[src/hdl/lcd_stopwatch_pkg.sv]
package lcd_stopwatch_pkg;

	typedef logic [3:0] nibble_t;   // lcd data bus, 4-bit mode
	typedef logic [7:0] lcd_byte_t; // command or character
	typedef logic [3:0] bcd_t;

	//////////////////////////////
	// time digits, tenths first
	localparam int digit_count = 5;
	localparam int digit_modulus [digit_count] = '{10, 10, 6, 10, 6};

	//////////////////////////////
	// lcd command codes
	localparam lcd_byte_t cmd_function_set = 8'h28; // 4-bit bus, 2 lines, 5x8
	localparam lcd_byte_t cmd_entry_mode   = 8'h06; // increment, no shift
	localparam lcd_byte_t cmd_display_on   = 8'h0c; // cursor and blink off
	localparam lcd_byte_t cmd_clear        = 8'h01;
	localparam lcd_byte_t cmd_line1_addr   = 8'h80;
	localparam lcd_byte_t cmd_line2_addr   = 8'hc0;

	localparam lcd_byte_t ascii_zero  = 8'h30;
	localparam lcd_byte_t ascii_colon = 8'h3a;

	//////////////////////////////
	// state machines
	typedef enum logic [3:0] {
		INIT_POWER_WAIT, INIT_PULSE_1, INIT_WAIT_1,
		INIT_PULSE_2, INIT_WAIT_2, INIT_PULSE_3,
		INIT_WAIT_3, INIT_PULSE_4, INIT_WAIT_4, INIT_DONE
	} init_state_t;

	typedef enum logic [3:0] {
		DISP_WAIT_INIT, DISP_FUNCTION_SET, DISP_ENTRY_MODE,
		DISP_DISPLAY_ON, DISP_CLEAR, DISP_CLEAR_WAIT,
		DISP_LINE1_ADDR, DISP_LINE1_TEXT, DISP_LINE2_ADDR, DISP_LINE2_TEXT
	} disp_state_t;

	typedef enum logic [2:0] {
		WR_IDLE, WR_UPPER_SETUP, WR_UPPER_PULSE, WR_NIBBLE_GAP,
		WR_LOWER_SETUP, WR_LOWER_PULSE, WR_CMD_GAP
	} wr_state_t;

endpackage

[src/hdl/tenths_tick.sv]
`timescale 1ns/100ps

module tenths_tick #(
	parameter int TICK_CYCLES = 5000000 // 100 ms at 50 MHz
) (
	input  logic clock,
	input  logic reset,
	output logic tick
);

	localparam int CNT_W = $clog2(TICK_CYCLES + 1);

	logic [CNT_W-1:0] cnt;

	always_ff @(posedge clock) begin
		if (reset) begin
			cnt  <= CNT_W'(TICK_CYCLES - 1);
			tick <= 1'b0;
		end else begin
			tick <= (cnt == '0); // registered strobe
			if (cnt == '0)
				cnt <= CNT_W'(TICK_CYCLES - 1);
			else
				cnt <= cnt - 1'b1;
		end
	end

endmodule

[src/hdl/bcd_digit.sv]
`timescale 1ns/100ps

module bcd_digit #(
	parameter int MODULUS = 10
) (
	input  logic                    clock,
	input  logic                    reset,
	input  logic                    restart,
	input  logic                    carry_in,
	output lcd_stopwatch_pkg::bcd_t digit,
	output logic                    carry_out
);

	logic at_max;

	assign at_max    = (digit == lcd_stopwatch_pkg::bcd_t'(MODULUS - 1));
	assign carry_out = carry_in && at_max; // wraps on this carry

	always_ff @(posedge clock) begin
		if (reset || restart) begin // restart beats the carry
			digit <= '0;
		end else if (carry_in) begin
			if (at_max)
				digit <= '0;
			else
				digit <= digit + 1'b1;
		end
	end

endmodule

[src/hdl/lcd_power_on_init.sv]
`timescale 1ns/100ps

module lcd_power_on_init #(
	parameter int POWER_ON_CYCLES = 750000, // 15 ms
	parameter int GAP1_CYCLES     = 205000, // 4.1 ms
	parameter int GAP2_CYCLES     = 5000,   // 100 us
	parameter int GAP3_CYCLES     = 2000,   // 40 us
	parameter int PULSE_CYCLES    = 12
) (
	input  logic                       clock,
	input  logic                       reset,
	output lcd_stopwatch_pkg::nibble_t init_nibble,
	output logic                       init_enable,
	output logic                       init_done
);

	// wide enough for the longest single delay
	localparam int CNT_W = $clog2(POWER_ON_CYCLES + GAP1_CYCLES + GAP2_CYCLES
		+ GAP3_CYCLES + PULSE_CYCLES + 1);

	lcd_stopwatch_pkg::init_state_t state;
	lcd_stopwatch_pkg::init_state_t next_state;
	logic [CNT_W-1:0]               cnt;
	logic [CNT_W-1:0]               next_cnt;

	// successor of each state and its length
	always_comb begin
		next_state = state;
		next_cnt   = '0;
		case (state)
			lcd_stopwatch_pkg::INIT_POWER_WAIT: begin
				next_state = lcd_stopwatch_pkg::INIT_PULSE_1;
				next_cnt   = CNT_W'(PULSE_CYCLES - 1);
			end
			lcd_stopwatch_pkg::INIT_PULSE_1: begin
				next_state = lcd_stopwatch_pkg::INIT_WAIT_1;
				next_cnt   = CNT_W'(GAP1_CYCLES - 1);
			end
			lcd_stopwatch_pkg::INIT_WAIT_1: begin
				next_state = lcd_stopwatch_pkg::INIT_PULSE_2;
				next_cnt   = CNT_W'(PULSE_CYCLES - 1);
			end
			lcd_stopwatch_pkg::INIT_PULSE_2: begin
				next_state = lcd_stopwatch_pkg::INIT_WAIT_2;
				next_cnt   = CNT_W'(GAP2_CYCLES - 1);
			end
			lcd_stopwatch_pkg::INIT_WAIT_2: begin
				next_state = lcd_stopwatch_pkg::INIT_PULSE_3;
				next_cnt   = CNT_W'(PULSE_CYCLES - 1);
			end
			lcd_stopwatch_pkg::INIT_PULSE_3: begin
				next_state = lcd_stopwatch_pkg::INIT_WAIT_3;
				next_cnt   = CNT_W'(GAP3_CYCLES - 1);
			end
			lcd_stopwatch_pkg::INIT_WAIT_3: begin
				next_state = lcd_stopwatch_pkg::INIT_PULSE_4;
				next_cnt   = CNT_W'(PULSE_CYCLES - 1);
			end
			lcd_stopwatch_pkg::INIT_PULSE_4: begin
				next_state = lcd_stopwatch_pkg::INIT_WAIT_4;
				next_cnt   = CNT_W'(GAP3_CYCLES - 1); // last wait before done
			end
			default: begin
				next_state = lcd_stopwatch_pkg::INIT_DONE;
			end
		endcase
	end

	always_ff @(posedge clock) begin
		if (reset) begin
			state       <= lcd_stopwatch_pkg::INIT_POWER_WAIT;
			cnt         <= CNT_W'(POWER_ON_CYCLES - 1);
			init_nibble <= '0;
		end else begin
			if (cnt != '0) begin
				cnt <= cnt - 1'b1;
			end else begin
				state <= next_state;
				cnt   <= next_cnt;
			end
			// nibble loads one cycle into each wait, giving hold and setup
			case (state)
				lcd_stopwatch_pkg::INIT_POWER_WAIT,
				lcd_stopwatch_pkg::INIT_WAIT_1,
				lcd_stopwatch_pkg::INIT_WAIT_2: init_nibble <= 4'h3;
				lcd_stopwatch_pkg::INIT_WAIT_3: init_nibble <= 4'h2;
				lcd_stopwatch_pkg::INIT_WAIT_4: init_nibble <= 4'h0;
				default:                        init_nibble <= init_nibble;
			endcase
		end
	end

	assign init_enable = (state == lcd_stopwatch_pkg::INIT_PULSE_1)
		|| (state == lcd_stopwatch_pkg::INIT_PULSE_2)
		|| (state == lcd_stopwatch_pkg::INIT_PULSE_3)
		|| (state == lcd_stopwatch_pkg::INIT_PULSE_4);

	assign init_done = (state == lcd_stopwatch_pkg::INIT_DONE); // stays high

endmodule

[src/hdl/lcd_nibble_writer.sv]
`timescale 1ns/100ps

module lcd_nibble_writer #(
	parameter int PULSE_CYCLES      = 12,  // e high, 240 ns
	parameter int NIBBLE_GAP_CYCLES = 50,  // 1 us
	parameter int CMD_GAP_CYCLES    = 2000 // 40 us
) (
	input  logic                         clock,
	input  logic                         reset,
	input  logic                         send,
	input  logic                         tx_rs,
	input  lcd_stopwatch_pkg::lcd_byte_t tx_byte,
	input  lcd_stopwatch_pkg::nibble_t   init_nibble,
	input  logic                         init_enable,
	input  logic                         init_done,
	output logic                         done,
	output lcd_stopwatch_pkg::nibble_t   lcd_data,
	output logic                         lcd_e,
	output logic                         lcd_rs
);

	localparam int CNT_W = $clog2(PULSE_CYCLES + NIBBLE_GAP_CYCLES + CMD_GAP_CYCLES + 2);

	lcd_stopwatch_pkg::wr_state_t state;
	lcd_stopwatch_pkg::wr_state_t next_state;
	logic [CNT_W-1:0]             cnt;
	logic [CNT_W-1:0]             next_cnt;
	logic                         rs_q;
	logic                         pulse;
	lcd_stopwatch_pkg::nibble_t   nibble;

	always_comb begin
		next_cnt = '0;
		case (state)
			lcd_stopwatch_pkg::WR_UPPER_SETUP: begin
				next_state = lcd_stopwatch_pkg::WR_UPPER_PULSE;
				next_cnt   = CNT_W'(PULSE_CYCLES - 1);
			end
			lcd_stopwatch_pkg::WR_UPPER_PULSE: begin
				next_state = lcd_stopwatch_pkg::WR_NIBBLE_GAP;
				next_cnt   = CNT_W'(NIBBLE_GAP_CYCLES - 1);
			end
			lcd_stopwatch_pkg::WR_NIBBLE_GAP: begin
				next_state = lcd_stopwatch_pkg::WR_LOWER_SETUP;
				next_cnt   = CNT_W'(1); // 2-cycle setup
			end
			lcd_stopwatch_pkg::WR_LOWER_SETUP: begin
				next_state = lcd_stopwatch_pkg::WR_LOWER_PULSE;
				next_cnt   = CNT_W'(PULSE_CYCLES - 1);
			end
			lcd_stopwatch_pkg::WR_LOWER_PULSE: begin
				next_state = lcd_stopwatch_pkg::WR_CMD_GAP;
				next_cnt   = CNT_W'(CMD_GAP_CYCLES - 1);
			end
			default: begin
				next_state = lcd_stopwatch_pkg::WR_IDLE;
			end
		endcase
	end

	always_ff @(posedge clock) begin
		if (reset) begin
			state <= lcd_stopwatch_pkg::WR_IDLE;
			cnt   <= '0;
			rs_q  <= 1'b0;
		end else if (state == lcd_stopwatch_pkg::WR_IDLE) begin
			if (send) begin
				state <= lcd_stopwatch_pkg::WR_UPPER_SETUP;
				cnt   <= CNT_W'(1);
				rs_q  <= tx_rs; // held for the whole byte
			end
		end else if (cnt != '0) begin
			cnt <= cnt - 1'b1;
		end else begin
			state <= next_state;
			cnt   <= next_cnt;
		end
	end

	assign done = (state == lcd_stopwatch_pkg::WR_CMD_GAP) && (cnt == '0);

	assign pulse = (state == lcd_stopwatch_pkg::WR_UPPER_PULSE)
		|| (state == lcd_stopwatch_pkg::WR_LOWER_PULSE);

	// each nibble stays on the bus through the gap after its pulse
	assign nibble = (state inside {lcd_stopwatch_pkg::WR_UPPER_SETUP,
		lcd_stopwatch_pkg::WR_UPPER_PULSE, lcd_stopwatch_pkg::WR_NIBBLE_GAP})
		? tx_byte[7:4] : tx_byte[3:0];

	//////////////////////////////
	// bus select and output register
	always_ff @(posedge clock) begin
		if (reset) begin
			lcd_data <= '0;
			lcd_e    <= 1'b0;
			lcd_rs   <= 1'b0;
		end else if (!init_done) begin
			lcd_data <= init_nibble;
			lcd_e    <= init_enable;
			lcd_rs   <= 1'b0; // init nibbles are commands
		end else begin
			lcd_data <= nibble;
			lcd_e    <= pulse;
			lcd_rs   <= rs_q;
		end
	end

endmodule

[src/hdl/lcd_display_sequencer.sv]
`timescale 1ns/100ps

module lcd_display_sequencer #(
	parameter int CLEAR_CYCLES = 82000 // 1.64 ms
) (
	input  logic                         clock,
	input  logic                         reset,
	input  logic                         init_done,
	input  logic                         done,
	input  lcd_stopwatch_pkg::bcd_t [lcd_stopwatch_pkg::digit_count-1:0] digits,
	output logic                         send,
	output lcd_stopwatch_pkg::lcd_byte_t tx_byte,
	output logic                         tx_rs
);

	localparam int CNT_W     = $clog2(CLEAR_CYCLES + 1);
	localparam int LINE1_LEN = 9;
	localparam int LINE2_LEN = 12; // Time:MM:SS:T
	localparam logic [8*LINE1_LEN-1:0] LINE1_TEXT  = "Stopwatch";
	localparam logic [8*5-1:0]         LINE2_LABEL = "Time:";

	lcd_stopwatch_pkg::disp_state_t state;
	logic [3:0]                     char_idx;
	logic                           busy;   // byte in flight
	logic [CNT_W-1:0]               clear_cnt;
	lcd_stopwatch_pkg::bcd_t [lcd_stopwatch_pkg::digit_count-1:0] shown;
	lcd_stopwatch_pkg::lcd_byte_t   line1_char;
	lcd_stopwatch_pkg::lcd_byte_t   line2_char;

	function automatic lcd_stopwatch_pkg::lcd_byte_t to_ascii(
		input lcd_stopwatch_pkg::bcd_t d
	);
		return lcd_stopwatch_pkg::ascii_zero + {4'h0, d};
	endfunction

	//////////////////////////////
	// text
	assign line1_char = LINE1_TEXT[8*(LINE1_LEN - 1 - char_idx) +: 8];

	always_comb begin
		case (char_idx)
			4'd5:        line2_char = to_ascii(shown[4]); // minutes tens
			4'd6:        line2_char = to_ascii(shown[3]);
			4'd8:        line2_char = to_ascii(shown[2]); // seconds tens
			4'd9:        line2_char = to_ascii(shown[1]);
			4'd11:       line2_char = to_ascii(shown[0]); // tenths
			4'd7, 4'd10: line2_char = lcd_stopwatch_pkg::ascii_colon;
			default:     line2_char = LINE2_LABEL[8*(4 - char_idx) +: 8];
		endcase
	end

	always_comb begin
		case (state)
			lcd_stopwatch_pkg::DISP_FUNCTION_SET: tx_byte = lcd_stopwatch_pkg::cmd_function_set;
			lcd_stopwatch_pkg::DISP_ENTRY_MODE:   tx_byte = lcd_stopwatch_pkg::cmd_entry_mode;
			lcd_stopwatch_pkg::DISP_DISPLAY_ON:   tx_byte = lcd_stopwatch_pkg::cmd_display_on;
			lcd_stopwatch_pkg::DISP_CLEAR:        tx_byte = lcd_stopwatch_pkg::cmd_clear;
			lcd_stopwatch_pkg::DISP_LINE1_ADDR:   tx_byte = lcd_stopwatch_pkg::cmd_line1_addr;
			lcd_stopwatch_pkg::DISP_LINE1_TEXT:   tx_byte = line1_char;
			lcd_stopwatch_pkg::DISP_LINE2_ADDR:   tx_byte = lcd_stopwatch_pkg::cmd_line2_addr;
			lcd_stopwatch_pkg::DISP_LINE2_TEXT:   tx_byte = line2_char;
			default:                              tx_byte = '0;
		endcase
	end

	assign tx_rs = (state == lcd_stopwatch_pkg::DISP_LINE1_TEXT)
		|| (state == lcd_stopwatch_pkg::DISP_LINE2_TEXT);

	// one strobe per byte, next one only after done
	assign send = !busy && !(state inside {lcd_stopwatch_pkg::DISP_WAIT_INIT,
		lcd_stopwatch_pkg::DISP_CLEAR_WAIT});

	//////////////////////////////
	// sequencer
	always_ff @(posedge clock) begin
		if (reset) begin
			state     <= lcd_stopwatch_pkg::DISP_WAIT_INIT;
			busy      <= 1'b0;
			char_idx  <= '0;
			clear_cnt <= '0;
		end else begin
			if (done)
				busy <= 1'b0;
			else if (send)
				busy <= 1'b1;
			case (state)
				lcd_stopwatch_pkg::DISP_WAIT_INIT:
					if (init_done) state <= lcd_stopwatch_pkg::DISP_FUNCTION_SET;
				lcd_stopwatch_pkg::DISP_FUNCTION_SET:
					if (done) state <= lcd_stopwatch_pkg::DISP_ENTRY_MODE;
				lcd_stopwatch_pkg::DISP_ENTRY_MODE:
					if (done) state <= lcd_stopwatch_pkg::DISP_DISPLAY_ON;
				lcd_stopwatch_pkg::DISP_DISPLAY_ON:
					if (done) state <= lcd_stopwatch_pkg::DISP_CLEAR;
				lcd_stopwatch_pkg::DISP_CLEAR:
					if (done) begin
						state     <= lcd_stopwatch_pkg::DISP_CLEAR_WAIT;
						clear_cnt <= CNT_W'(CLEAR_CYCLES - 1);
					end
				lcd_stopwatch_pkg::DISP_CLEAR_WAIT:
					if (clear_cnt != '0)
						clear_cnt <= clear_cnt - 1'b1;
					else
						state <= lcd_stopwatch_pkg::DISP_LINE1_ADDR;
				lcd_stopwatch_pkg::DISP_LINE1_ADDR:
					if (done) begin
						state    <= lcd_stopwatch_pkg::DISP_LINE1_TEXT;
						char_idx <= '0;
					end
				lcd_stopwatch_pkg::DISP_LINE1_TEXT:
					if (done) begin
						if (char_idx == 4'(LINE1_LEN - 1))
							state <= lcd_stopwatch_pkg::DISP_LINE2_ADDR;
						else
							char_idx <= char_idx + 1'b1;
					end
				lcd_stopwatch_pkg::DISP_LINE2_ADDR:
					if (done) begin
						state    <= lcd_stopwatch_pkg::DISP_LINE2_TEXT;
						char_idx <= '0;
					end
				lcd_stopwatch_pkg::DISP_LINE2_TEXT:
					if (done) begin
						if (char_idx == 4'(LINE2_LEN - 1))
							state <= lcd_stopwatch_pkg::DISP_LINE2_ADDR; // next frame
						else
							char_idx <= char_idx + 1'b1;
					end
				default: state <= lcd_stopwatch_pkg::DISP_WAIT_INIT;
			endcase
		end
	end

	// snapshot per frame so the time shown is consistent
	always_ff @(posedge clock) begin
		if (send && state == lcd_stopwatch_pkg::DISP_LINE2_ADDR)
			shown <= digits;
	end

endmodule

[src/hdl/lcd_stopwatch.sv]
`timescale 1ns/100ps

module lcd_stopwatch #(
	parameter int TICK_CYCLES       = 5000000,
	parameter int POWER_ON_CYCLES   = 750000,
	parameter int GAP1_CYCLES       = 205000,
	parameter int GAP2_CYCLES       = 5000,
	parameter int GAP3_CYCLES       = 2000,
	parameter int PULSE_CYCLES      = 12,
	parameter int NIBBLE_GAP_CYCLES = 50,
	parameter int CMD_GAP_CYCLES    = 2000,
	parameter int CLEAR_CYCLES      = 82000
) (
	input  logic                       clock,
	input  logic                       reset,
	input  logic                       restart,
	output lcd_stopwatch_pkg::nibble_t lcd_data,
	output logic                       lcd_e,
	output logic                       lcd_rs
);

	logic                                                      tick;
	logic [lcd_stopwatch_pkg::digit_count:0]                   carry;
	lcd_stopwatch_pkg::bcd_t [lcd_stopwatch_pkg::digit_count-1:0] digits;
	lcd_stopwatch_pkg::nibble_t                                init_nibble;
	logic                                                      init_enable;
	logic                                                      init_done;
	logic                                                      send;
	logic                                                      done;
	logic                                                      tx_rs;
	lcd_stopwatch_pkg::lcd_byte_t                              tx_byte;

	tenths_tick #(.TICK_CYCLES(TICK_CYCLES)) u_tick (
		.clock(clock),
		.reset(reset),
		.tick (tick)
	);

	//////////////////////////////
	// digit chain, tenths first
	assign carry[0] = tick;

	for (genvar i = 0; i < lcd_stopwatch_pkg::digit_count; i++) begin : g_digit
		bcd_digit #(.MODULUS(lcd_stopwatch_pkg::digit_modulus[i])) u_digit (
			.clock    (clock),
			.reset    (reset),
			.restart  (restart),
			.carry_in (carry[i]),
			.digit    (digits[i]),
			.carry_out(carry[i+1])
		);
	end

	//////////////////////////////
	// lcd side
	lcd_power_on_init #(
		.POWER_ON_CYCLES(POWER_ON_CYCLES),
		.GAP1_CYCLES    (GAP1_CYCLES),
		.GAP2_CYCLES    (GAP2_CYCLES),
		.GAP3_CYCLES    (GAP3_CYCLES),
		.PULSE_CYCLES   (PULSE_CYCLES)
	) u_init (
		.clock      (clock),
		.reset      (reset),
		.init_nibble(init_nibble),
		.init_enable(init_enable),
		.init_done  (init_done)
	);

	lcd_display_sequencer #(.CLEAR_CYCLES(CLEAR_CYCLES)) u_seq (
		.clock    (clock),
		.reset    (reset),
		.init_done(init_done),
		.done     (done),
		.digits   (digits),
		.send     (send),
		.tx_byte  (tx_byte),
		.tx_rs    (tx_rs)
	);

	lcd_nibble_writer #(
		.PULSE_CYCLES     (PULSE_CYCLES),
		.NIBBLE_GAP_CYCLES(NIBBLE_GAP_CYCLES),
		.CMD_GAP_CYCLES   (CMD_GAP_CYCLES)
	) u_writer (
		.clock      (clock),
		.reset      (reset),
		.send       (send),
		.tx_rs      (tx_rs),
		.tx_byte    (tx_byte),
		.init_nibble(init_nibble),
		.init_enable(init_enable),
		.init_done  (init_done),
		.done       (done),
		.lcd_data   (lcd_data),
		.lcd_e      (lcd_e),
		.lcd_rs     (lcd_rs)
	);

endmodule

[config.mk]
export PLATFORM = sky130hd
export DESIGN_NAME = lcd_stopwatch
export DESIGN_NICKNAME = d
export VERILOG_FILES = /design/src/hdl/lcd_stopwatch_pkg.sv /design/src/hdl/tenths_tick.sv /design/src/hdl/bcd_digit.sv /design/src/hdl/lcd_power_on_init.sv /design/src/hdl/lcd_nibble_writer.sv /design/src/hdl/lcd_display_sequencer.sv /design/src/hdl/lcd_stopwatch.sv
export SDC_FILE = /design/constraint.sdc
export NUM_CORES = 1
export LEC_CHECK = 0
export ABC_AREA = 1
export BUFFER_PORTS_ARGS = -buffer_cell sky130_fd_sc_hd__buf_2
export CAP_MARGIN = 20
export CORE_UTILIZATION = 46
export CTS_CLUSTER_SIZE = 25
export DETAILED_ROUTE_END_ITERATION = 16
export SYNTH_ARGS = -nofsm -noshare
export SYNTH_HDL_FRONTEND = slang
export SYNTH_SLANG_ARGS = --single-unit
[constraint.sdc]
create_clock -name clock -period 2.9 [get_ports clock]
set_input_delay 0.29 -clock clock [delete_from_list [all_inputs] [get_ports clock]]
set_output_delay 0.29 -clock clock [all_outputs]
set_load 0.02 [all_outputs]
==> qor.yml, run 1 <==
cts:
  cts_tree: "built"
  ctsHoldBuffers: 0
  post-cts-setup-buffers: 0
  clockRootBuffer: "clkbuf_16"
  clk_pin_slew_ns: 0.06
  cts_sinks: 138
  htreeDepth: 4
  cts_resized: 0
  clk_latency_ns: 0.42
  cts_buffer_depth: 2
  cts_made_buffers: 17
layout:
  regArea_um2: 2960
  diodes: 0
  post-route-util_pct: 53.5
  final_cells: 1298
  mostFrequentLayoutCell: "nand2_1"
  drive_above_1_share_pct: 9.38
  final_cell_mix: "252 x nand2_1, 166 x nor2_1, 118 x dfxtp_1"
  multi_input_area_um2: 3850
  layout.nets: 1087
  fill_cells: 1567
  syn2layout_area_growth_pct: 11.5
die:
  fp.dieW_um: 129
  row_count: 45
  dieHeight_um: 129
  initial_core_util_pct: 48.0
  core_area_um2: 15400
  io_pins: 9
  die-area_um2: 16600
global_route:
  grt_use_total_pct: 20.5
  grt_max_degree: 22
  grt_pass1_wl_mm: 27.0
  grt-ovfl-total: 0
  grt_pass1_vias: 5823
  antenna_found_initial: 0
power_and_ir_drop:
  comb_power_share_pct: 33.6
  p_seq_share_pct: 34.5
  vdd_drop_max_v: 0.000486
  clkPwrFrac_pct: 32.0
  p_leak_nw: 3.50
  power_density_nw_per_um2: 839
  p_sw_mw: 2.56
  power.share.switching_pct: 36.9
  p_int_mw: 4.36
yosys:
  ys_warn_count: 0
  synth_edf_count: 20
  netlist_area_um2: 7400
  synthDistinctLibCells: 46
  ys.flop_type: "dfxtp_1"
  syn_area_per_cell_um2: 6.99
  syn_inst: 1058
  ys_seq_area_share_pct: 40.0
  synth_area_leaders: "dfxtp_1 32%, nand2_1 13%, nor2_1 8.4%, edfxtp_1 8.1%, inv_1 5.8%"
  yosysTopAreaCell: "dfxtp_1"
  synthArstFlopShare_pct: 0
  synth-seq-cells: 138
  syn-num-nets: 1071
  synth_top_area_share_pct: 31.9
sta:
  finClkSkew_ns: 0.00715
  slew-limit-headroom_pct: 52.2
  fin_crit_ns: 2.13
  max_freq_ghz: 0.470
  drv_slew: 0
  setup_violations: 0
  rsz0062_at_grt: "no"
  final-hold-violation-count: 0
  fin_crit_sh_pct: 73.4
  finalSetupTns_ns: 0
  worst_slew_pin_slew_ns: 0.716
detailed_routing:
  drtIter0Drc: 357
  avgRoutedWirePerCell_um: 12.1
  route.detailed.drc: 0
  vias_per_cell: 4.94
  vias: 6414
  ant_nets: 0
  first_pass_iters: 5
  wl_mm: 15.7
setup_path:
  cp_top_family: "simple AND/OR/NAND/NOR gates"
  end_kind: "flip-flop"
  cp.required_ns: 3.21
  worstPathArrival_ns: 2.44
  path_max_fanout: 11
  cpMaxStageDelayCell: "dfxtp_1"
  crit_buf_inv: 2
  crit_top_cell: "nand2_1"
  cp-start-kind: "flip-flop"
  critical_path_class: "flip-flop to flip-flop"
  max_stage_delay_ns: 0.54
  path_cells: "inv_1, ha_1, nand2_1, nand2_1, inv_1, nand2_1, nand2_1, nor2_1, nor3_1, nand2_1, nor2_1, nor2_1"
place:
  hpwl_mm: 11.5
  gp_congestion: 0.887
  port_buffers: 8
  post-place-cells: 1266
run:
  drv_cap: 0
run_status:
  status: "finished clean"
worst_hold_path:
  hold_class: "input port to flip-flop"
[through the flow]
step | hold WS (ns) | area (um2) | power [mW] | worst slack, ns
finish | 0.241 | 8250 | 6.92 | 0.771
global route | 0.241 | 8250 | 7.42 | 0.396
floorplan | 0.389 | 7400 | 4.33 | 1.06
detailed placement | 0.406 | 7640 | 4.74 | 0.808
CTS | 0.223 | 8250 | 6.99 | 0.792
global placement | 0.405 | 7640 | 4.75 | 0.846
[routing by layer]
| metal | wire [um] | vias up | track usage [%] |
|---|---|---|---|
| met2 | 7100 | 97 | 32.7 |
| met5 | 0 | - | 0 |
| met4 | 163 | 0 | 6.64 |
| met1 | 7900 | 2840 | 27.7 |
| met3 | 546 | 13 | 4.16 |
| li1 | - | 3464 | - |
[state kept, by name, summed over array words and instances, names as in the netlist, 4 cells and up]
register,count
u_seq.state,4
u_tick.cnt,23
u_writer.lcd_data,4
u_seq.char_idx,4
u_seq.clear_cnt,17
u_init.state,4
u_init.cnt,20
g_digit.u_digit.digit,20
u_seq.shown,20
u_writer.cnt,12
[cell usage after synthesis, drive strengths merged, types with 2 or more instances]
cell type,instances
nand2,263
nor2,183
inv,129
dfxtp,118
nand3,76
a21oi,61
o21ai,53
nor3,29
xor2,27
edfxtp,20
xnor2,16
nand4,14
ha,10
buf,9
a31oi,7
clkbuf,7
nor4,6
o211ai,5
or2,5
nand3b,3
o21bai,3
a211oi,2
o31ai,2
o32ai,2
[layout make-up]
type / count / share of cell area [%]
Clock inverter: 11 / 1.62
Sequential cell: 138 / 35.9
Multi-Input combinational cell: 775 / 46.7
Inverter: 129 / 5.90
Clock buffer: 21 / 5.72
Timing Repair Buffer: 13 / 0.940
Tap cell: 211 / 3.20
[power by group through the flow]
stage | combinational (mW) | sequential (mW) | clock [mW]
CTS | 2.34 | 2.38 | 2.27
global placement | 2.33 | 2.42 | 0
floorplan | 1.95 | 2.38 | 0
finish | 2.32 | 2.38 | 2.21
detailed placement | 2.32 | 2.42 | 0
global route | 2.66 | 2.42 | 2.33
[worst paths after layout]
path	end	depth (start not counted)	from	slack, ns
max	u_writer.lcd_data[2]	12	u_seq.char_idx[0]	0.77
min	u_writer.cnt[6]	2	reset	0.24
max reg2reg	u_writer.lcd_data[2]	12	u_seq.char_idx[0]	0.77
min reg2reg	u_tick.cnt[0]	1	u_tick.cnt[0]	0.42
[cells by family (layout without fill, tap and decap cells)]
| group | count (synthesis) | after routing | synth area share (%) |
|---|---|---|---|
| adder cells (fa/ha/maj) | 10 | 10 | 1.69 |
| buffers and inverters | 145 | 174 | 7.88 |
| XOR/XNOR | 43 | 43 | 5.09 |
| flip-flops | 138 | 138 | 40.0 |
| AND/OR/NAND/NOR | 580 | 580 | 34.7 |
| AO/OA/AOI/OAI | 142 | 142 | 10.6 |
(Power assumes the default switching activity.)
==> run 2, diff against run 1 <==
clock period = 2 ns   (was 2.9 ns; I/O delays follow)
==> qor.yml, run 2 (synthesized netlist as in run 1, its figures left out) <==
run_status:
  status: "finished clean"
die:
  core_area_um2: 15400  # unchanged
  die-area_um2: 16600  # unchanged
  initial_core_util_pct: 48.0  # unchanged
  row_count: 45  # unchanged
  io_pins: 9  # unchanged
  fp.dieW_um: 129  # unchanged
  dieHeight_um: 129  # unchanged
setup_path:
  cp.required_ns: 2.35  # -0.86 ns
  cpMaxStageDelayCell: "dfxtp_1"
  cp-start-kind: "flip-flop"
  path_max_fanout: 18  # +7
  max_stage_delay_ns: 0.29  # -0.25 ns
  crit_top_cell: "nand2_1"
  cp_top_family: "simple AND/OR/NAND/NOR gates"
  critical_path_class: "flip-flop to flip-flop"
  path_cells: "inv_1, ha_2, nand2_1, nor2_2, nand3b_2, nand2_4, nand2_2, nand2_8, inv_4, nand4_1, nand2_1, nor2_1"
  r2r_slack_ns: 0.17  # -0.60 ns
  end_kind: "flip-flop"
  worstPathArrival_ns: 2.18  # -0.26 ns
  crit_buf_inv: 2  # unchanged
power_and_ir_drop:
  power.share.switching_pct: 36.6  # -0.36 points
  comb_power_share_pct: 34.7  # +1.1 points
  p_leak_nw: 3.63  # +3.5%
  clkPwrFrac_pct: 31.4  # -0.6 points
  p_sw_mw: 3.74  # +46%
  p_seq_share_pct: 33.9  # -0.6 points
  power_density_nw_per_um2: 1200  # +43%
  p_int_mw: 6.48  # +49%
  vdd_drop_max_v: 0.000624  # +28%
cts:
  htreeDepth: 4  # unchanged
  clockRootBuffer: "clkbuf_16"
  clk_latency_ns: 0.42  # about the same
  cts_sinks: 138  # unchanged
  cts_buffer_depth: 2  # unchanged
  cts_made_buffers: 17  # unchanged
  clk_pin_slew_ns: 0.06  # about the same
  cts_tree: "built"
  ctsHoldBuffers: 0  # unchanged
detailed_routing:
  vias_per_cell: 4.93  # -0.14%
  avgRoutedWirePerCell_um: 12.1  # -0.24%
  route.detailed.drc: 0  # unchanged
  wl_mm: 15.9  # +1.3%
  drtIter0Drc: 343  # -3.9%
  vias: 6504  # +1.4%
  ant_nets: 0  # unchanged
  first_pass_iters: 5  # unchanged
sta:
  fin_crit_ns: 1.83  # -0.302 ns
  final-hold-violation-count: 0  # unchanged
  rsz0062_at_grt: "no"
  max_freq_ghz: 0.547  # +17%
  finalSetupTns_ns: 0  # unchanged
  setup_slack_ns: 0.172  # -0.598 ns
  finClkSkew_ns: 0.00849  # +0.00133 ns
  worst_slew_pin_slew_ns: 0.509  # -0.207 ns
  fin_crit_sh_pct: 91.4  # +18 points
  slew-limit-headroom_pct: 65.7  # +14 points
  setup_violations: 0  # unchanged
  drv_slew: 0  # unchanged
global_route:
  grt_pass1_wl_mm: 27.3  # +1.1%
  grt-ovfl-total: 0  # unchanged
  antenna_found_initial: 0  # unchanged
  grt_pass1_vias: 6024  # +3.5%
  grt_use_total_pct: 20.7  # +0.17 points
  grt_max_degree: 26  # +18%
layout:
  diodes: 0  # unchanged
  syn2layout_area_growth_pct: 14.9
  layout.nets: 1107  # +1.8%
  final_cell_mix: "248 x nand2_1, 162 x nor2_1, 116 x dfxtp_1"
  mostFrequentLayoutCell: "nand2_1"
  largest_reg_flops: 23  # unchanged
  drive_above_1_share_pct: 13.0  # +3.6 points
  largest-register: "u_tick.cnt"
place:
  gp_congestion: 0.889  # +0.30%
  hpwl_mm: 11.8  # +2.2%
  pre_cts_ws_ns: 0.106  # -0.701 ns
  port_buffers: 8  # unchanged
worst_hold_path:
  hold_class: "input port to flip-flop"
run:
  drv_cap: 0  # unchanged
## run 2: tightest hold or removal path: stages
cell and delay, ns:
buf_2 0.07, nor2_1 0.03, buf_4 0.18, nand2_1 0.08
nor2_1 0.03
## run 2: repair_timing
action | 4_1_cts | 5_1_grt
setup buffers | 0 | 3
resized for setup | 0 | 23
setup endpoints to repair | 0 | 17
## run 2: cell type report
cell class	count	area, um2
inverter	129	487
sequential	138	2970
tap	211	264
clock inverter	11	134
clock buffer	21	482
timing repair buffer	33	240
multi-input combinational	775	3930
fill	1570	6920
## run 2: per-layer routing
metal	share of wire, %	vias up	wire length [um]	GRT usage (%)
met5	0	-	0	0
met4	1.4	0	223	7.68
met3	2.6	17	408	4.20
met2	45	61	7120	33.4
met1	51	2925	8160	27.2
li1	-	3501	-	-
## run 2: stage by stage
step	hold WS, ns	util (%)	cell area (um2)	cells	power [mW]
global placement	0.403	50.5	7780	1283	7.01
finish	0.215	55.1	8500	1318	10.2
floorplan	0.382	-	7400	1058	6.28
detailed placement	0.406	50.5	7780	1283	7.03
global route	0.239	55.1	8500	1318	11.0
CTS	0.197	54.5	8400	1315	10.3
## run 2: final timing paths
check,cells past startpoint,to,from
hold reg to reg,1,u_tick.cnt[0],u_tick.cnt[0]
setup reg to reg,12,u_seq.clear_cnt[4],u_seq.clear_cnt[0]
setup / recovery,12,u_seq.clear_cnt[4],u_seq.clear_cnt[0]
hold / removal,5,g_digit[0].u_digit.digit[2],restart
## run 2: power by group through the flow
| stage | clock network, mW | registers, mW | logic [mW] |
|---|---|---|---|
| after CTS | 3.29 | 3.46 | 3.53 |
| after detailed placement | 0 | 3.52 | 3.51 |
| after global routing | 3.40 | 3.52 | 4.05 |
| after floorplan | 0 | 3.45 | 2.83 |
| final | 3.21 | 3.46 | 3.55 |
| after global placement | 0 | 3.52 | 3.49 |
==> run 3, diff against run 2 <==
SETUP_SLACK_MARGIN = 0.4   (was not set)
==> qor.yml, run 3 (synthesized netlist as in run 1, its figures left out) <==
layout:
  largest_reg_flops: 23  # unchanged
  mostFrequentLayoutCell: "nand2_1"
  syn2layout_area_growth_pct: 31.5
  stdcell_area_um2: 9730  # +14%
  diodes: 0  # unchanged
  largest-register: "u_tick.cnt"
  final_cell_mix: "221 x nand2_1, 123 x nor2_1, 88 x dfxtp_1"
  drive_above_1_share_pct: 31.9  # +19 points
  layout.nets: 1171  # +5.8%
global_route:
  grt_pass1_wl_mm: 29.1  # +6.4%
  grt_pass1_vias: 6324  # +5.0%
  antenna_found_initial: 0  # unchanged
  grt_max_degree: 21  # -19%
  grt_use_total_pct: 22.1  # +1.5 points
  grt-ovfl-total: 0  # unchanged
sta:
  worst_slew_pin_slew_ns: 0.458  # -0.0509 ns
  drv_slew: 0  # unchanged
  finalSetupTns_ns: 0  # unchanged
  fin_crit_ns: 1.67  # -0.155 ns
  rsz0062_at_grt: "yes"
  fin_crit_sh_pct: 83.6  # -7.8 points
  slew-limit-headroom_pct: 69.0  # +3.3 points
  max_freq_ghz: 0.598  # +9.3%
  setup_violations: 0  # unchanged
  final-hold-violation-count: 0  # unchanged
  finClkSkew_ns: 0.00643  # -0.00205 ns
cts:
  clk_latency_ns: 0.42  # about the same
  cts_buffer_depth: 2  # unchanged
  ctsHoldBuffers: 0  # unchanged
  cts_made_buffers: 17  # unchanged
  cts_tree: "built"
  clockRootBuffer: "clkbuf_16"
  cts_sinks: 138  # unchanged
  clk_pin_slew_ns: 0.06  # about the same
  htreeDepth: 4  # unchanged
setup_path:
  r2r_slack_ns: 0.33  # +0.16 ns
  worstPathArrival_ns: 1.98  # -0.20 ns
  critical_path_class: "flip-flop to flip-flop"
  cp.required_ns: 2.31  # -0.04 ns
  path_max_fanout: 6  # -12
  end_kind: "flip-flop"
  cp-start-kind: "flip-flop"
place:
  hpwl_mm: 12.2  # +3.4%
  port_buffers: 8  # unchanged
  placed_area_um2: 7850  # +0.87%
  gp_congestion: 0.916  # +3.0%
die:
  row_count: 45  # unchanged
  die-area_um2: 16600  # unchanged
  io_pins: 9  # unchanged
  fp.dieW_um: 129  # unchanged
  dieHeight_um: 129  # unchanged
  core_area_um2: 15400  # unchanged
  initial_core_util_pct: 48.0  # unchanged
detailed_routing:
  vias: 7036  # +8.2%
  avgRoutedWirePerCell_um: 13.5  # +12%
  ant_nets: 0  # unchanged
  wl_mm: 18.7  # +17%
  vias_per_cell: 5.09  # +3.2%
  drtIter0Drc: 438  # +28%
  route.detailed.drc: 0  # unchanged
  first_pass_iters: 5  # unchanged
run_status:
  status: "finished clean"
run:
  drv_cap: 0  # unchanged
worst_hold_path:
  hold_class: "input port to flip-flop"
power_and_ir_drop:
  power_density_nw_per_um2: 1180  # -1.8%
  p_leak_nw: 4.02  # +11%
  vdd_drop_max_v: 0.000709  # +14%
==> run 3: changes by cell type in the layout (fill, tap and decap cells not counted), sizes merged <==
cell	before	now
buf	33	92
clkinv	5	10
clkinvlp	1	5
inv	132	128
nand2	263	265
bufinv	2	1
clkbuf	21	20
==> run 3: power breakdown <==
part / switching [mW] / leakage [nW] / internal (mW)
sequential: 0.349 / 1.13 / 3.21
clock: 1.26 / 0.279 / 1.79
combinational: 2.89 / 2.61 / 1.99
total: 4.50 / 4.02 / 6.99
==> run 3: critical path: stages, from the launching register on <==
cell and delay [ns]:
dfxtp_4 0.40, ha_2 0.22, nand3_2 0.13, inv_2 0.14
o21ai_1 0.10, inv_1 0.08, nand2_1 0.05, nor2_1 0.10
nand3_2 0.10, a21oi_1 0.15, nor2_1 0.07
==> run 3: cell type report <==
class                           instances  area, um2
Fill cell                            1379       5700
Sequential cell                       138       3020
Tap cell                              211        264
Multi-Input combinational cell        777       4600
Timing Repair Buffer                   93        728
Clock buffer                           19        454
Inverter                              129        529
Clock inverter                         13        118
Timing Repair inverter                  2       16.3
==> run 3: metal layers <==
layer,vias to the layer above,wire [um],global-route usage (%)
met5,-,0,0
met1,3239,9000,29.9
met3,27,706,5.24
li1,3645,-,-
met2,125,8730,34.5
met4,0,228,7.89
==> run 3: through the flow <==
stage | setup WS, ns | utilization, % | total power, mW | std cells | hold WS, ns
floorplan | 0.398 | - | 6.31 | 1058 | 0.382
global placement | 0.123 | 50.9 | 7.07 | 1284 | 0.405
detailed placement | 0.115 | 50.9 | 7.05 | 1284 | 0.409
CTS | 0.398 | 57.7 | 10.5 | 1341 | 0.147
global route | 0.235 | 63.0 | 12.2 | 1382 | 0.164
finish | 0.328 | 63.0 | 11.5 | 1382 | 0.165
==> run 3: timing repair <==
item,in CTS,in global routing
gates resized for setup,88,163
endpoints found under the setup margin,78,103
buffers inserted,23,38
gates cloned,2,3
pin swaps,29,57
==> run 3: path summary, 6_finish.rpt <==
check / depth (start not counted) / startpoint / to
hold reg to reg: 0 / g_digit[2].u_digit.digit[3] / u_seq.shown[11]
hold / removal: 2 / reset / u_writer.cnt[2]
setup reg to reg: 10 / u_seq.char_idx[0] / u_seq.state[0]
setup / recovery: 10 / u_seq.char_idx[0] / u_seq.state[0]
